## config.mk

```make
export PLATFORM = sky130hd
export DESIGN_NAME = uartPeripheral
export DESIGN_NICKNAME = d
export VERILOG_FILES = /design/src/logic/uartBusPkg.sv /design/src/logic/uartRegPkg.sv /design/src/logic/uartRx.sv /design/src/logic/uartTx.sv /design/src/logic/uartRegs.sv /design/src/logic/uartPeripheral.sv
export VERILOG_INCLUDE_DIRS = /design/src /design/src/logic
export SDC_FILE = /design/constraint.sdc
export NUM_CORES = 1
export LEC_CHECK = 0
export ABC_CLOCK_PERIOD_IN_PS = 3600
export BUFFER_PORTS_ARGS = -buffer_cell sky130_fd_sc_hd__buf_2
export CAP_MARGIN = 25
export CORE_AREA = 5 5 152 154
export DETAILED_ROUTE_END_ITERATION = 16
export DIE_AREA = 0 0 157 159
export SLEW_MARGIN = 20
export SYNTH_ARGS = -nofsm -noshare
export SYNTH_HDL_FRONTEND = slang
export SYNTH_SLANG_ARGS = --single-unit
```

## constraint.sdc

```tcl
create_clock -name CLK -period 3.6 [get_ports CLK]
set_clock_uncertainty 0.15 [all_clocks]
set_input_delay 0.36 -clock CLK [delete_from_list [all_inputs] [get_ports CLK]]
set_output_delay 0.36 -clock CLK [all_outputs]
set_load 0.03 [all_outputs]
```

## src/logic/uart_params.svh

```systemverilog
`ifndef UART_PARAMS_SVH
`define UART_PARAMS_SVH

////////////////////
// clock dividers
////////////////////

// width of both divider registers.
`define UART_DIV_W 16

// clocks per bit after reset.
`define UART_DIV_RESET 16'd217

////////////////////
// register map
////////////////////

// status, read only.
`define UART_ADDR_STATUS 2'b00
// rx byte on read, tx start on write.
`define UART_ADDR_DATA 2'b01
// rx clocks per bit.
`define UART_ADDR_RXDIV 2'b10
// tx clocks per bit.
`define UART_ADDR_TXDIV 2'b11

`endif

```

## src/logic/uartBusPkg.sv

```systemverilog
`default_nettype none

package uartBusPkg;

	////////////////////
	// host bus
	////////////////////

	// one host access, valid for the single cycle its strobe is high.
	// no wait states and no back-pressure on this bus.
	typedef struct packed {
		// read strobe.
		logic        rd;
		// write strobe.
		logic        wr;
		// register select.
		logic [1:0]  addr;
		// write data, dividers use all of it.
		logic [15:0] wrData;
	} busReq_t;

endpackage : uartBusPkg

`default_nettype wire

```

## src/logic/uartRegPkg.sv

```systemverilog
`default_nettype none

package uartRegPkg;

	////////////////////
	// status and read word
	////////////////////

	// status register layout.
	typedef struct packed {
		logic [12:0] reserved;
		logic        txDone;
		logic        txActive;
		logic        rxAvail;
	} statusFlags_t;

	// read data, either a plain word or the status flags.
	typedef union packed {
		logic [15:0]  raw;
		statusFlags_t flags;
	} regWord_u;

	////////////////////
	// receiver output
	////////////////////

	// one completed frame, valid for one cycle.
	typedef struct packed {
		logic       valid;
		logic [7:0] data;
	} rxEvent_t;

endpackage : uartRegPkg

`default_nettype wire

```

## src/logic/uartRx.sv

```systemverilog
`default_nettype none

`include "uart_params.svh"

module uartRx (
	input  wire logic                   CLK,
	input  wire logic                   RESET,
	input  wire logic                   i_rxd,
	input  wire logic [`UART_DIV_W-1:0] i_div,
	output uartRegPkg::rxEvent_t        o_rxEvent
);

	typedef enum logic [1:0] {
		idle,
		startBit,
		dataBits,
		stopBit
	} rxState_t;

	rxState_t               state;
	logic [1:0]             rxSync;
	logic                   rxBit;
	logic [`UART_DIV_W-1:0] cnt;
	logic                   bitEnd;
	logic [2:0]             bitIdx;
	logic [7:0]             shiftReg;
	logic                   rxValid;

	// two flops on the async serial line, idle high.
	always_ff @(posedge CLK or posedge RESET) begin
		if (RESET) begin
			rxSync <= 2'b11;
		end else begin
			rxSync <= {rxSync[0], i_rxd};
		end
	end

	assign rxBit = rxSync[1];
	assign bitEnd = (cnt == i_div - 1'b1);

	////////////////////
	// frame fsm
	////////////////////

	always_ff @(posedge CLK or posedge RESET) begin
		if (RESET) begin
			state <= idle;
			cnt <= '0;
			bitIdx <= '0;
			rxValid <= 1'b0;
		end else begin
			rxValid <= 1'b0;
			case (state)
				idle: begin
					cnt <= '0;
					if (!rxBit) begin
						state <= startBit;
					end
				end
				// recheck the line half a bit in, glitches go back to idle.
				startBit: begin
					if (cnt == (i_div >> 1)) begin
						cnt <= '0;
						bitIdx <= '0;
						state <= rxBit ? idle : dataBits;
					end else begin
						cnt <= cnt + 1'b1;
					end
				end
				dataBits: begin
					if (bitEnd) begin
						cnt <= '0;
						bitIdx <= bitIdx + 1'b1;
						if (bitIdx == 3'd7) begin
							state <= stopBit;
						end
					end else begin
						cnt <= cnt + 1'b1;
					end
				end
				// a low stop bit drops the frame.
				stopBit: begin
					if (bitEnd) begin
						rxValid <= rxBit;
						cnt <= '0;
						state <= idle;
					end else begin
						cnt <= cnt + 1'b1;
					end
				end
				default: state <= idle;
			endcase
		end
	end

	// lsb first, so shift in from the top.
	always_ff @(posedge CLK) begin
		if (state == dataBits && bitEnd) begin
			shiftReg <= {rxBit, shiftReg[7:1]};
		end
	end

	assign o_rxEvent.valid = rxValid;
	assign o_rxEvent.data = shiftReg;

endmodule : uartRx

`default_nettype wire

```

## src/logic/uartTx.sv

```systemverilog
`default_nettype none

`include "uart_params.svh"

module uartTx (
	input  wire logic                   CLK,
	input  wire logic                   RESET,
	input  wire logic                   i_start,
	input  wire logic [7:0]             i_byte,
	input  wire logic [`UART_DIV_W-1:0] i_div,
	output logic                        o_txd,
	output logic                        o_txActive,
	output logic                        o_txDone
);

	typedef enum logic [1:0] {
		idle,
		startBit,
		dataBits,
		stopBit
	} txState_t;

	txState_t               state;
	logic [`UART_DIV_W-1:0] cnt;
	logic                   bitEnd;
	logic [2:0]             bitIdx;
	logic [7:0]             txByte;

	assign bitEnd = (cnt == i_div - 1'b1);

	// byte is held for the whole frame.
	always_ff @(posedge CLK) begin
		if (state == idle && i_start) begin
			txByte <= i_byte;
		end
	end

	////////////////////
	// frame fsm
	////////////////////

	always_ff @(posedge CLK or posedge RESET) begin
		if (RESET) begin
			state <= idle;
			cnt <= '0;
			bitIdx <= '0;
			o_txd <= 1'b1;
			o_txActive <= 1'b0;
			o_txDone <= 1'b0;
		end else begin
			o_txDone <= 1'b0;
			case (state)
				idle: begin
					cnt <= '0;
					if (i_start) begin
						o_txd <= 1'b0;
						o_txActive <= 1'b1;
						state <= startBit;
					end
				end
				startBit: begin
					if (bitEnd) begin
						cnt <= '0;
						bitIdx <= '0;
						o_txd <= txByte[0];
						state <= dataBits;
					end else begin
						cnt <= cnt + 1'b1;
					end
				end
				dataBits: begin
					if (bitEnd) begin
						cnt <= '0;
						if (bitIdx == 3'd7) begin
							o_txd <= 1'b1;
							state <= stopBit;
						end else begin
							bitIdx <= bitIdx + 1'b1;
							o_txd <= txByte[bitIdx + 3'd1];
						end
					end else begin
						cnt <= cnt + 1'b1;
					end
				end
				// end of stop bit, single done pulse.
				stopBit: begin
					if (bitEnd) begin
						cnt <= '0;
						o_txActive <= 1'b0;
						o_txDone <= 1'b1;
						state <= idle;
					end else begin
						cnt <= cnt + 1'b1;
					end
				end
				default: state <= idle;
			endcase
		end
	end

endmodule : uartTx

`default_nettype wire

```

## src/logic/uartRegs.sv

```systemverilog
`default_nettype none

`include "uart_params.svh"

module uartRegs (
	input  wire logic                   CLK,
	input  wire logic                   RESET,
	input  wire uartBusPkg::busReq_t    i_bus,
	output uartRegPkg::regWord_u        o_rdData,
	output logic                        o_int,
	input  wire uartRegPkg::rxEvent_t   i_rxEvent,
	output logic [`UART_DIV_W-1:0]      o_rxDiv,
	output logic [`UART_DIV_W-1:0]      o_txDiv,
	output logic                        o_txStart,
	output logic [7:0]                  o_txByte,
	input  wire logic                   i_txActive,
	input  wire logic                   i_txDone
);

	import uartRegPkg::*;

	logic         rxAvail;
	logic         txActiveR;
	logic         txDoneR;
	logic [7:0]   rxByte;
	logic         dataRead;
	logic         dataWrite;
	logic         txAccept;
	statusFlags_t flags;
	regWord_u     rdNext;

	assign dataRead = i_bus.rd && (i_bus.addr == `UART_ADDR_DATA);
	assign dataWrite = i_bus.wr && (i_bus.addr == `UART_ADDR_DATA);

	// busy transmitter or pending start, the byte is dropped.
	assign txAccept = dataWrite && !i_txActive && !o_txStart;

	////////////////////
	// status latches and control
	////////////////////

	always_ff @(posedge CLK or posedge RESET) begin
		if (RESET) begin
			rxAvail <= 1'b0;
			txActiveR <= 1'b0;
			txDoneR <= 1'b0;
			o_txStart <= 1'b0;
			o_rxDiv <= `UART_DIV_RESET;
			o_txDiv <= `UART_DIV_RESET;
		end else begin
			txActiveR <= i_txActive;
			// a new byte beats a read in the same cycle.
			if (i_rxEvent.valid) begin
				rxAvail <= 1'b1;
			end else if (dataRead) begin
				rxAvail <= 1'b0;
			end
			// the write clear wins over a done pulse.
			if (dataWrite) begin
				txDoneR <= 1'b0;
			end else if (i_txDone) begin
				txDoneR <= 1'b1;
			end
			// start held until the core reports active.
			if (txAccept) begin
				o_txStart <= 1'b1;
			end else if (i_txActive) begin
				o_txStart <= 1'b0;
			end
			if (i_bus.wr && i_bus.addr == `UART_ADDR_RXDIV) begin
				o_rxDiv <= i_bus.wrData[`UART_DIV_W-1:0];
			end
			if (i_bus.wr && i_bus.addr == `UART_ADDR_TXDIV) begin
				o_txDiv <= i_bus.wrData[`UART_DIV_W-1:0];
			end
		end
	end

	// data registers.
	always_ff @(posedge CLK) begin
		if (i_rxEvent.valid) begin
			rxByte <= i_rxEvent.data;
		end
		if (txAccept) begin
			o_txByte <= i_bus.wrData[7:0];
		end
	end

	////////////////////
	// read path
	////////////////////

	assign flags = '{reserved: '0, txDone: txDoneR, txActive: txActiveR, rxAvail: rxAvail};

	always_comb begin
		rdNext.raw = '0;
		case (i_bus.addr)
			`UART_ADDR_STATUS: rdNext.flags = flags;
			`UART_ADDR_DATA:   rdNext.raw = {8'h00, rxByte};
			`UART_ADDR_RXDIV:  rdNext.raw = o_rxDiv;
			`UART_ADDR_TXDIV:  rdNext.raw = o_txDiv;
			default:           rdNext.raw = '0;
		endcase
	end

	// holds until the next read.
	always_ff @(posedge CLK) begin
		if (i_bus.rd) begin
			o_rdData <= rdNext;
		end
	end

	// level interrupt.
	assign o_int = rxAvail | txDoneR;

endmodule : uartRegs

`default_nettype wire

```

## src/logic/uartPeripheral.sv

```systemverilog
`default_nettype none

`include "uart_params.svh"

module uartPeripheral (
	input  wire logic                 CLK,
	input  wire logic                 RESET,
	input  wire uartBusPkg::busReq_t  i_bus,
	output uartRegPkg::regWord_u      o_rdData,
	output logic                      o_int,
	input  wire logic                 i_rxd,
	output logic                      o_txd
);

	import uartRegPkg::*;

	rxEvent_t               rxEvent;
	logic [`UART_DIV_W-1:0] rxDiv;
	logic [`UART_DIV_W-1:0] txDiv;
	logic                   txStart;
	logic [7:0]             txByte;
	logic                   txActive;
	logic                   txDone;

	// host side registers.
	uartRegs regsInst (
		.CLK(CLK),
		.RESET(RESET),
		.i_bus(i_bus),
		.o_rdData(o_rdData),
		.o_int(o_int),
		.i_rxEvent(rxEvent),
		.o_rxDiv(rxDiv),
		.o_txDiv(txDiv),
		.o_txStart(txStart),
		.o_txByte(txByte),
		.i_txActive(txActive),
		.i_txDone(txDone)
	);

	uartRx rxInst (
		.CLK(CLK),
		.RESET(RESET),
		.i_rxd(i_rxd),
		.i_div(rxDiv),
		.o_rxEvent(rxEvent)
	);

	uartTx txInst (
		.CLK(CLK),
		.RESET(RESET),
		.i_start(txStart),
		.i_byte(txByte),
		.i_div(txDiv),
		.o_txd(o_txd),
		.o_txActive(txActive),
		.o_txDone(txDone)
	);

endmodule : uartPeripheral

`default_nettype wire

```

### Word-level counts from Yosys, hierarchy flattened

Index checks and enable logic that the tools add are counted.

| word-level totals | value |
|---|---|
| flip-flop bits (word level) | 132 |
| input bits | 23 |
| output and inout port bits | 18 |
| word-level logic and storage cells | 129 |

| operators by class | value |
|---|---|
| add/subtract/negate cells | 6 |
| $lt $le $gt $ge | 1 |
| eq/ne operators | 25 |
| multiplexer cells | 46 |
| bitwise operators | 1 |
| reduce and logical (&&, ||, !) cells | 28 |

Operators by type and width:

| cell | count |
|---|---|
| 16-bit case mux with 4 select lines | 1 |
| 16-bit 2-to-1 mux | 3 |
| 16-bit case mux with 3 select lines | 1 |
| 16-bit by 1-bit adder with 16-bit output, second input constant | 2 |
| 16-bit == test | 2 |
| 16-bit case mux with 2 select lines | 1 |
| 16-bit by 1-bit subtractor with 16-bit output, second input constant | 2 |
| 2-bit 2-to-1 mux | 11 |
| 1-bit 2-to-1 mux | 17 |
| 16-bit by 15-bit == test with 1-bit output | 1 |
| 2-bit by 1-bit inequality test with 1-bit output, second input constant | 8 |
| 2-bit case mux with 4 select lines | 2 |
| 3-bit 2-to-1 mux | 5 |
| 2-bit == test, second input constant | 6 |
| 3-bit case mux with 2 select lines | 2 |
| 2-bit nonzero test | 6 |
| 5-bit AND reduction | 2 |
| 1-bit logical AND | 8 |
| 4-bit AND reduction | 2 |
| 3-bit by 1-bit adder with 3-bit output, second input constant | 2 |
| 2-bit by 1-bit == test with 1-bit output, second input constant | 3 |
| 3-bit == test, second input constant | 2 |
| 2-bit logical NOT | 3 |
| 2-bit inequality test, second input constant | 3 |
| other kinds (10) | 12 |

### Logic depth before layout (Yosys ltp)

Gate-level depths: netlist (run 1).

| logic depth | value |
|---|---|
| word-level depth | 6 |
| depth in mapped cells | 13 |
| mapped depth without buffers | 10 |

### By module

Synthesis (run 1) repeated with hierarchy kept, for this count alone.

| second synthesis, totals | value |
|---|---|
| cells, all modules | 580 |
| area total of the unflattened synthesis | 7015.5 µm² |

Modules (own cells, without submodules):

| module | times used | cells an instance | area each (µm²) | seq. area each (µm²) |
|---|---|---|---|---|
| uartRegs | 1 | 147 | 2767.7 | 1874.3 |
| uartRx | 1 | 223 | 2149.6 | 843.3 |
| uartTx | 1 | 210 | 2098.3 | 842.1 |

### Least setup slack after synthesis (run 1)

OpenSTA, ideal clock, no wires.

| timing path | value |
|---|---|
| kind | register to register |
| start | register regsInst.o_txDiv[0] |
| end | register txInst.bitIdx[0] |
| library setup time | 0.124 ns |
| arrival | 3.046 ns |
| data required time | 3.326 ns |
| slack | 0.280 ns |
| cell stages (with the launch flop) | 12 |
| buffers on the path | 1 |
| clock period less this slack | 3.320 ns |
| cell sequence | dfstp_2 -> buf_6 -> inv_1 -> ha_1 -> xnor2_1 -> or2_1 -> a311o_1 -> nor4_1 -> nand2b_2 -> or4_4 -> o211a_1 -> a211o_1 |

| between the ends | value |
|---|---|
| longest elaborated chain between the ends | 4 |
| elaborated cells between the ends (all ways) | 5 |
| those cells by class | add/sub: 1; eq/ne: 3; reduce/logical: 1 |

Ends and longest elaborated chain:

| element | line | source |
|---|---|---|
| start: declaration | uartRegs.sv:13 | `` output logic [`UART_DIV_W-1:0] o_txDiv, `` |
| start signal: assignment | uartRegs.sv:49 | `` o_txDiv <= `UART_DIV_RESET; `` |
| start signal: assignment | uartRegs.sv:74 | `` o_txDiv <= i_bus.wrData[`UART_DIV_W-1:0]; `` |
| 16-bit by 1-bit subtractor with 16-bit output * | uartTx.sv:29 | `assign bitEnd = (cnt == i_div - 1'b1);` |
| 16-bit == test * | uartTx.sv:29 |  |
| 2-bit by 1-bit inequality test with 1-bit output (no line) | n/a |  |
| 4-bit AND reduction (no line) * | n/a |  |
| end signal: assignment | uartTx.sv:78 | `bitIdx <= bitIdx + 1'b1;` |
| end: declaration | uartTx.sv:26 | `logic [2:0] bitIdx;` |

Mark *: on every way between the ends. The rest lies on a longest branch, timed or not.
A chain may end at the register's enable or synchronous reset.

### Worst setup path in the final report (run 1)

Ends and elaborated chain as after synthesis.

==> out/metrics.cfg, run 1 <==
[run_status]
status = finished clean

[setup_path]
r2r_end = txInst.bitIdx[0]
reg2regPathDepth = 10
crit_path_end = txInst.bitIdx[0]
path_cells = inv_1, ha_1, xnor2_1, or2_1, a311o_1, nor4_1, nand2b_2, or4_4, o211a_1, a211o_1
cp.arrival_ns = 3.53
cp-startpoint = regsInst.o_txDiv[0]
cpLargestDelayFamily = simple AND/OR/NAND/NOR gates
path_buf_inv = 1
cp-start-kind = register
slowest_stage = or4_4
crit_path_max_fanout = 4
end_kind = register
reg2reg_slack_ns = 0.24
r2r-start = regsInst.o_txDiv[0]
cp_data_required_time_ns = 3.76
crit_type = reg2reg
critPathMaxStageDelay_ns = 0.54
critical_path_depth = 10

[layout]
antennaDiodeCount = 0
layout-drive-gt1-share = 0.2281
stdcell_area_um2 = 8589
regArea_um2 = 3560
fin_nets = 747
fillers = 2051
multi_input_area_um2 = 3586
area_growth_pct = 15.18
final_cells = 999

[clock_tree]
cts_root_buf = clkbuf_16
cts_made_buffers = 17
cts.clk_slew.worst_paths_ns = 0.06
cts_buffer_depth = 2
cts_resized = 0
htreeDepth = 4
cts_setup_buffers = 0
ctsHoldBuffers = 2
cts_tree = built
clk_latency_ns = 0.42
clock-sinks = 132

[hold_path]
hp-class = in2reg
min_path_cells = 1

[global_route]
grt_use_total = 0.1371
grt_pass1_wl_um = 27170
grt_overflow = 0
antenna_found_initial = 0
grt_pass1_vias = 5024
grt_max_degree = 40

[logic_synthesis]
synth_compound_area_frac = 0.08356
async_flop_share = 0.6364
ys_warn_count = 0
synth_xor_area_frac = 0.09396
synth_area_per_cell_um2 = 11.06
synth_top_family_by_area = simple AND/OR/NAND/NOR gates
synthCells = 674
ys_ff_latch = 132
synthAdderAreaFrac = 0.03020
seq_area_frac_synth = 0.4773
synth_fp_nets = 715
synth-simple-area-share = 0.1807
syn_area_um2 = 7457
synth_flop_cell = dfrtp_1
muxShareOfSynthArea = 0.09245
synth_edf_count = 48
synth_cell_types = 84

[floorplanning]
die_w_um = 157
num_rows = 54
start_util = 0.3460
core_um2 = 21550
die-area_um2 = 24960
ios = 41
die_h_um = 159

[job]
drv_cap = 0

[timing]
setup_viol = 0
slew_headroom = 0.4175
fin_crit_ns = 3.363
final_hold_viol_count = 0
worstMarginPinSlew_ns = 0.8712
timing.final.crit_share = 0.9341
rsz0062_at_grt = no
max_freq_ghz = 0.2974
whs_ns = 0.02045
timing.final.max_slew_violations = 0
tns_ns = 0

[route]
routed_via_density = 5.086
drt_iter0_markers = 250
wl_um = 16420
wl_per_cell_um = 16.44
first_pass_iters = 5
via_count = 5081
drc = 0
antenna_left = 0

[pwr]
fin_total_pwr_uw = 5223
p_per_area_nw_per_um2 = 608.0
irDropWorstVdd_v = 0.0003546
leakagePower_uw = 0.003522

[placement]
dp.final_hpwl_um = 12080
io_buffers = 40
placed_area_um2 = 7894
place_congestion = 0.8518
dp.cells = 965

metrics by stage:
| step | worst slack (ns) | utilization |
|---|---|---|
| 5_1_grt | 0.06360 | 0.3985 |
| 6_report | 0.2373 | 0.3985 |
| 3_5_place_dp | 0.2643 | 0.3662 |
| 3_3_place_gp | 0.3065 | 0.3662 |
| 4_1_cts | 0.2423 | 0.3985 |
| 2_1_floorplan | 0.2797 | - |
logic make-up after synthesis:
group                    count (synthesis)
AND/OR/NAND/NOR                        244
flip-flops                             132
AO/OA/AOI/OAI                           80
XOR/XNOR                                80
buffers and inverters                   63
multiplexers                            57
adder cells (fa/ha/maj)                 18
cell usage after synthesis (5+ instances only):
library cell | number | share of area
a21o_1 | 8 | 0.0081
nor3_1 | 9 | 0.0060
a31oi_1 | 6 | 0.0050
nand4_1 | 9 | 0.0075
nand3_1 | 33 | 0.022
ha_1 | 18 | 0.030
o21ai_0 | 5 | 0.0034
and3_1 | 15 | 0.013
nor2_1 | 70 | 0.035
a22o_1 | 5 | 0.0059
edfxtp_1 | 48 | 0.19
xor2_1 | 44 | 0.052
xnor2_1 | 36 | 0.042
nor2b_1 | 11 | 0.0092
inv_1 | 19 | 0.0096
clkbuf_1 | 30 | 0.015
mux2_2 | 37 | 0.056
mux2i_1 | 13 | 0.017
dfstp_2 | 13 | 0.046
nor4_1 | 12 | 0.010
dfrtp_1 | 71 | 0.24
and2_1 | 5 | 0.0042
nand2b_1 | 5 | 0.0042
a21oi_1 | 8 | 0.0054
nand2_1 | 38 | 0.019
power by group:
part | switching, µW | internal (µW) | total [µW]
Clock | 695 | 1310 | 2010
Combinational | 691 | 545 | 1240
Sequential | 251 | 1730 | 1980
routing by layer:
metal / track usage / wire length (µm)
met1: 0.1787 / 7578
met2: 0.2266 / 8173
met3: 0.03235 / 426
met4: 0.04063 / 242
met5: 0 / 0
state kept, by name, summed over array words and instances, names as in the netlist, named ones only:
register / cells
rxInst.bitIdx: 3
rxInst.cnt: 16
rxInst.shiftReg: 8
regsInst.txDoneR: 1
txInst.txByte: 8
regsInst.txActiveR: 1
rxInst.rxSync: 2
txInst.o_txDone: 1
regsInst.o_txDiv: 16
txInst.o_txd: 1
regsInst.o_txStart: 1
txInst.state: 2
rxInst.state: 1
txInst.cnt: 16
txInst.bitIdx: 3
regsInst.rxByte: 8
regsInst.o_rdData: 16
txInst.o_txActive: 1
rxInst.rxValid: 1
regsInst.rxAvail: 1
regsInst.o_txByte: 8
regsInst.o_rxDiv: 16
how the worst min path moves through the flow:
stage	slack [ns]	end	startpoint
after global routing	0.006	regsInst.o_txByte[3]	i_bus[3]
final	0.02	regsInst.o_txByte[3]	i_bus[3]
after floorplan	0.20	rxInst.rxSync[1]	rxInst.rxSync[0]
after global placement	0.20	rxInst.rxSync[1]	rxInst.rxSync[0]
after detailed placement	0.20	rxInst.rxSync[1]	rxInst.rxSync[0]
after CTS	0.005	regsInst.o_txByte[3]	i_bus[3]
final cells by class:
type | instances | share of cell area
multi-input cells | 479 | 0.4175
flip-flops and latches | 132 | 0.4144
clock buffers | 18 | 0.04996
well taps | 280 | 0.04079
repair buffers | 57 | 0.04020
clock inverters | 14 | 0.02870
inverters | 19 | 0.008449
cells in the final DEF, fill, tap and decap left out, types with 13 or more instances in the layout:
| cell | instances |
|---|---|
| edfxtp_1 | 48 |
| nand3_1 | 33 |
| nor2_1 | 70 |
| clkbuf_16 | 17 |
| and3_1 | 15 |
| inv_1 | 18 |
| ha_1 | 18 |
| xor2_1 | 44 |
| mux2_2 | 37 |
| buf_4 | 14 |
| dfstp_2 | 13 |
| buf_2 | 40 |
| dfrtp_1 | 71 |
| mux2i_1 | 13 |
| nand2_1 | 38 |
| xnor2_1 | 36 |
Note: power is estimated with default switching activity, not from simulation.
==> run 2, diff against run 1 <==
CORE_AREA = 5 5 195 122   (was 5 5 152 154)
DIE_AREA = 0 0 200 127   (was 0 0 157 159)
==> run 2 against run 1 <==
Effect of this change:
- sequential power about the same
- routed wire length grew 11%
- flip-flop and latch count did not move
- count of clock-buffer cells in the layout increased by 1
- combinational power increased by 6%
- critical path type unchanged
- highest routed layer unchanged
==> out/metrics.cfg, run 2 (synthesized netlist as in run 1, its figures left out) <==
[run_status]
status = finished clean

[pwr]
leakagePower_uw = 0.003510  ; -0.34%
irDropWorstVdd_v = 0.0003828  ; +7.9%
p_per_area_nw_per_um2 = 595.2  ; -2.1%

[setup_path]
crit_type = reg2reg
cpLargestDelayFamily = simple AND/OR/NAND/NOR gates
cp.arrival_ns = 3.53  ; about the same
critPathMaxStageDelay_ns = 0.55  ; about the same
end_kind = register
path_buf_inv = 1  ; unchanged
slowest_stage = or4_4
cp-start-kind = register
cp_data_required_time_ns = 3.76  ; about the same
path_cells = inv_1, ha_1, xnor2_1, or2_1, a311o_1, nor4_1, nand2b_2, or4_4, o211a_1, a211o_1
crit_path_max_fanout = 4  ; unchanged

[layout]
fillers = 2072  ; +1.0%
layout_common_cells = 71 x dfrtp_1, 70 x nor2_1, 48 x edfxtp_1
multi_input_area_um2 = 3586  ; unchanged
stdcell_area_um2 = 8568  ; -0.25%
regArea_um2 = 3560  ; unchanged
final_cells = 1010  ; +1.1%
layout_commonest_cell = dfrtp_1
antennaDiodeCount = 0  ; unchanged
fin_nets = 752  ; +0.67%
layout-drive-gt1-share = 0.2334  ; +0.005331
area_growth_pct = 14.90

[timing]
final_hold_viol_count = 0  ; unchanged
max_freq_ghz = 0.2963  ; -0.38%
timing.final.max_slew_violations = 0  ; unchanged
setup_viol = 0  ; unchanged
rsz0062_at_grt = no
worstMarginPinSlew_ns = 0.9426  ; +0.07139 ns
timing.final.crit_share = 0.9376  ; +0.003569
slew_headroom = 0.3697  ; -0.04774
fin_crit_ns = 3.376  ; +0.01285 ns
tns_ns = 0  ; unchanged

[route]
drt_iter0_markers = 403  ; +61%
via_count = 5291  ; +4.1%
antenna_left = 0  ; unchanged
wl_um = 18280  ; +11%
routed_via_density = 5.239  ; +3.0%
drc = 0  ; unchanged
wl_per_cell_um = 18.09  ; +10%
first_pass_iters = 6  ; +1

[clock_tree]
htreeDepth = 4  ; unchanged
cts_root_buf = clkbuf_16
cts_tree = built
cts_made_buffers = 17  ; unchanged
clk_latency_ns = 0.42  ; about the same
cts_buffer_depth = 2  ; unchanged
clock-sinks = 132  ; unchanged
cts_setup_buffers = 0  ; unchanged
cts.clk_slew.worst_paths_ns = 0.06  ; about the same

[global_route]
grt_pass1_wl_um = 29460  ; +8.4%
grt_overflow = 0  ; unchanged
antenna_found_initial = 0  ; unchanged
grt_use_total = 0.1506  ; +0.01345
grt_pass1_vias = 4965  ; -1.2%
grt_max_degree = 51  ; +28%

[placement]
dp.final_hpwl_um = 13380  ; +11%
placed_area_um2 = 7919  ; +0.32%
dp.cells = 975  ; +1.0%
io_buffers = 40  ; unchanged
place_congestion = 0.8814  ; +3.5%

[floorplanning]
core_um2 = 21650  ; +0.45%
die-area_um2 = 25400  ; +1.8%
ios = 41  ; unchanged
start_util = 0.3444  ; -0.001560
die_h_um = 127  ; -20%
num_rows = 42  ; -22%
die_w_um = 200  ; +27%

[job]
drv_cap = 0  ; unchanged

[hold_path]
hp-class = in2reg

[run 2: layer usage]
layer,track usage,part of all wire,vias to the layer above
li1,-,-,2501
met1,0.2586,0.55,2589
met2,0.1729,0.36,179
met3,0.05000,0.085,22
met4,0.03234,0.011,0
met5,0,0,-
[run 2: repair_timing]
| item | in CTS | in global routing |
|---|---|---|
| endpoints found under the hold margin | 13 | 1 |
| resized for setup | 0 | 0 |
| hold buffers | 2 | 1 |
[run 2: final timing paths]
path / end / slack (ns) / depth (start not counted) / from
min: regsInst.o_txByte[2] / 0.05 / 1 / i_bus[2]
max reg2reg: txInst.bitIdx[0] / 0.22 / 10 / regsInst.o_txDiv[0]
max in group asynchronous: txInst.o_txd / 2.07 / 4 / RESET
min in group asynchronous: txInst.cnt[15] / 0.45 / 3 / RESET
max: txInst.bitIdx[0] / 0.22 / 10 / regsInst.o_txDiv[0]
min reg2reg: rxInst.rxSync[1] / 0.20 / 0 / rxInst.rxSync[0]
[run 2: cell type report]
class                           count  share of cell area
Multi-Input combinational cell    479              0.4185
Tap cell                          286             0.04176
Timing Repair Buffer               62             0.04352
Clock buffer                       19             0.05169
Clock inverter                     13             0.02044
Inverter                           19            0.008616
Sequential cell                   132              0.4154
[run 2: report_power, final]
group	switching [µW]	internal (µW)
clock network	694	1120
registers	246	1730
logic	751	561
total	1690	3410
[run 2: through the flow]
step / hold WS (ns) / setup WS, ns / utilization / power [µW]
CTS: 0.001479 / 0.2399 / 0.3952 / 5127
global placement: 0.1966 / 0.3208 / 0.3658 / 3287
detailed placement: 0.1973 / 0.2590 / 0.3658 / 3288
global route: 0.01694 / 0.05035 / 0.3957 / 5391
floorplan: 0.1952 / 0.2797 / - / 2960
finish: 0.04677 / 0.2245 / 0.3957 / 5100
==> run 3, diff against run 2 <==
PLACE_DENSITY = 0.51   (was default)
==> run 3 against run 2 <==
Effect of this change:
- largest cell class unchanged
- register-to-register slack worse by 0.02 ns
- count of clock-buffer cells in the layout up 2
- die area unchanged
- critical endpoint is now txInst.state[1]
- largest power group unchanged
- sequential share of layout area up 0.067 points
- worst setup slack worse by 0.019 ns
- total power down 0.64%
==> out/metrics.cfg, run 3 (synthesized netlist as in run 1, its figures left out) <==
[setup_path]
end_kind = register
crit_path_end = txInst.state[1]
r2r_end = txInst.state[1]
reg2regPathDepth = 10  ; unchanged
critical_path_depth = 10  ; unchanged
slowest_stage = a21boi_0
critPathMaxStageDelay_ns = 0.56  ; about the same
r2r-start = regsInst.o_txDiv[1]
cp-startpoint = regsInst.o_txDiv[1]
cp.arrival_ns = 3.55  ; +0.02 ns
cp-start-kind = register
path_cells = inv_1, ha_1, nor3b_4, nand3_1, mux2i_1, a22oi_1, a21boi_0, o2111ai_1, o41ai_1, mux2_1
cpLargestDelayFamily = compound AO/OA/AOI/OAI gates
path_buf_inv = 1  ; unchanged
reg2reg_slack_ns = 0.21  ; -0.02 ns
cp_data_required_time_ns = 3.76  ; about the same
crit_path_max_fanout = 8  ; +4
crit_type = reg2reg

[global_route]
grt_pass1_vias = 5009  ; +0.89%
grt_max_degree = 43  ; -16%
grt_use_total = 0.1529  ; +0.002279
antenna_found_initial = 0  ; unchanged
grt_overflow = 0  ; unchanged
grt_pass1_wl_um = 29570  ; +0.40%

[hold_path]
hp-class = in2reg
hp-start = i_bus[12]

[floorplanning]
start_util = 0.3444  ; unchanged
num_rows = 42  ; unchanged
ios = 41  ; unchanged
core_um2 = 21650  ; unchanged
die_h_um = 127  ; unchanged
die_w_um = 200  ; unchanged
die-area_um2 = 25400  ; unchanged

[timing]
slew_headroom = 0.3465  ; -0.02325
rsz0062_at_grt = no
max_freq_ghz = 0.2946  ; -0.55%
final_hold_viol_count = 0  ; unchanged
setup_viol = 0  ; unchanged
worstMarginPinSlew_ns = 0.9773  ; +0.03478 ns
tns_ns = 0  ; unchanged
fin_crit_ns = 3.394  ; +0.01872 ns
timing.final.max_slew_violations = 0  ; unchanged
timing.final.crit_share = 0.9428  ; +0.005199

[route]
drt_iter0_markers = 399  ; -0.99%
wl_per_cell_um = 18.54  ; +2.5%
via_count = 5242  ; -0.93%
first_pass_iters = 5  ; -1
routed_via_density = 5.195  ; -0.83%
drc = 0  ; unchanged
wl_um = 18710  ; +2.4%
antenna_left = 0  ; unchanged

[clock_tree]
cts_tree = built
cts_made_buffers = 17  ; unchanged
clk_latency_ns = 0.42  ; about the same
cts_setup_buffers = 0  ; unchanged
ctsHoldBuffers = 3  ; +1
cts.clk_slew.worst_paths_ns = 0.06  ; about the same
htreeDepth = 4  ; unchanged
cts_buffer_depth = 2  ; unchanged
clock-sinks = 132  ; unchanged
cts_resized = 0  ; unchanged
cts_root_buf = clkbuf_16

[pwr]
pwr-share-comb = 0.256  ; about the same
leakagePower_uw = 0.003512  ; about the same
power_frac_clock = 0.354  ; about the same
p_per_area_nw_per_um2 = 592.3  ; -0.48%
irDropWorstVdd_v = 0.0003260  ; -15%
seq_power_share = 0.390  ; +0.003
switchingPower_uw = 1699  ; +0.45%
fin_total_pwr_uw = 5067  ; -0.64%
p_sw_frac = 0.3352  ; +0.003642
internal-power_uw = 3369  ; -1.2%

[placement]
io_buffers = 40  ; unchanged
dp.final_hpwl_um = 13920  ; +4.1%
place_congestion = 0.9170  ; +4.0%
placed_area_um2 = 7911  ; about the same

[layout]
area_growth_pct = 14.71
regArea_um2 = 3560  ; unchanged
stdcell_area_um2 = 8554  ; -0.16%
fin_util = 0.3951  ; -0.0006360
layout-drive-gt1-share = 0.2324  ; -0.001060
multi_input_area_um2 = 3586  ; unchanged
layout_common_cells = 71 x dfrtp_1, 70 x nor2_1, 48 x edfxtp_1
fin_nets = 751  ; -0.13%
layout_commonest_cell = dfrtp_1
fillers = 2100  ; +1.4%
antennaDiodeCount = 0  ; unchanged

[run_status]
status = finished clean

[job]
drv_cap = 0  ; unchanged

[run 3: cell count changes in the layout (fill, tap and decap cells not counted), sizes merged]
| cell | previous run | this run |
|---|---|---|
| clkbuf | 19 | 21 |
| inv | 21 | 23 |
| clkinv | 6 | 5 |
| clkinvlp | 2 | 1 |
| bufinv | 3 | 1 |
| buf | 59 | 58 |
[run 3: worst min-delay path by stage]
stage / to / cells past startpoint
after floorplan: rxInst.rxSync[1] / 0
after global placement: rxInst.rxSync[1] / 0
after detailed placement: rxInst.rxSync[1] / 0
after CTS: regsInst.o_rxDiv[13] / 2
after global routing: regsInst.o_txByte[0] / 1
final: regsInst.o_txDiv[12] / 2
[run 3: power by group through the flow]
stage,Sequential (µW),Clock (µW),Combinational [µW]
floorplan,1910,0,1050
global placement,1990,0,1260
detailed placement,2000,0,1280
CTS,1970,1850,1290
global route,2010,1910,1450
finish,1980,1790,1300
[run 3: per-stage QoR]
step                setup slack, ns  hold slack (ns)  std cells
floorplan                    0.2797           0.1952        674
global placement             0.3075           0.1966        974
detailed placement           0.2767           0.1982        974
CTS                          0.2363         0.008474       1009
global route                0.07955          0.01663       1009
finish                       0.2058          0.03424       1009
[run 3: worst reg2reg max path: cells and delay by family (launching register included)]
family                     cells  cell delay, ns
muxes                          2            0.51
adders and majority gates      1            0.28
and+or+nand+nor                2            0.53
AOI/OAI and AO/OA              4            1.37
buffers and inverters          1            0.05
DFF                            1            0.37
[run 3: area by class of cell]
cell class / instances / share of cell area
Clock buffer: 21 / 0.05894
Clock inverter: 11 / 0.01272
Inverter: 19 / 0.008483
Multi-Input combinational cell: 479 / 0.4192
Sequential cell: 132 / 0.4161
Tap cell: 286 / 0.04183
Timing Repair Buffer: 61 / 0.04271
[run 3: layer usage]
metal  up-vias  global-route usage  wire [µm]
met5         -                   0          0
met4         0             0.03553        183
met3        14             0.04500       1365
met2       175              0.1873       6802
met1      2552              0.2549      10350
li1       2501                   -          -
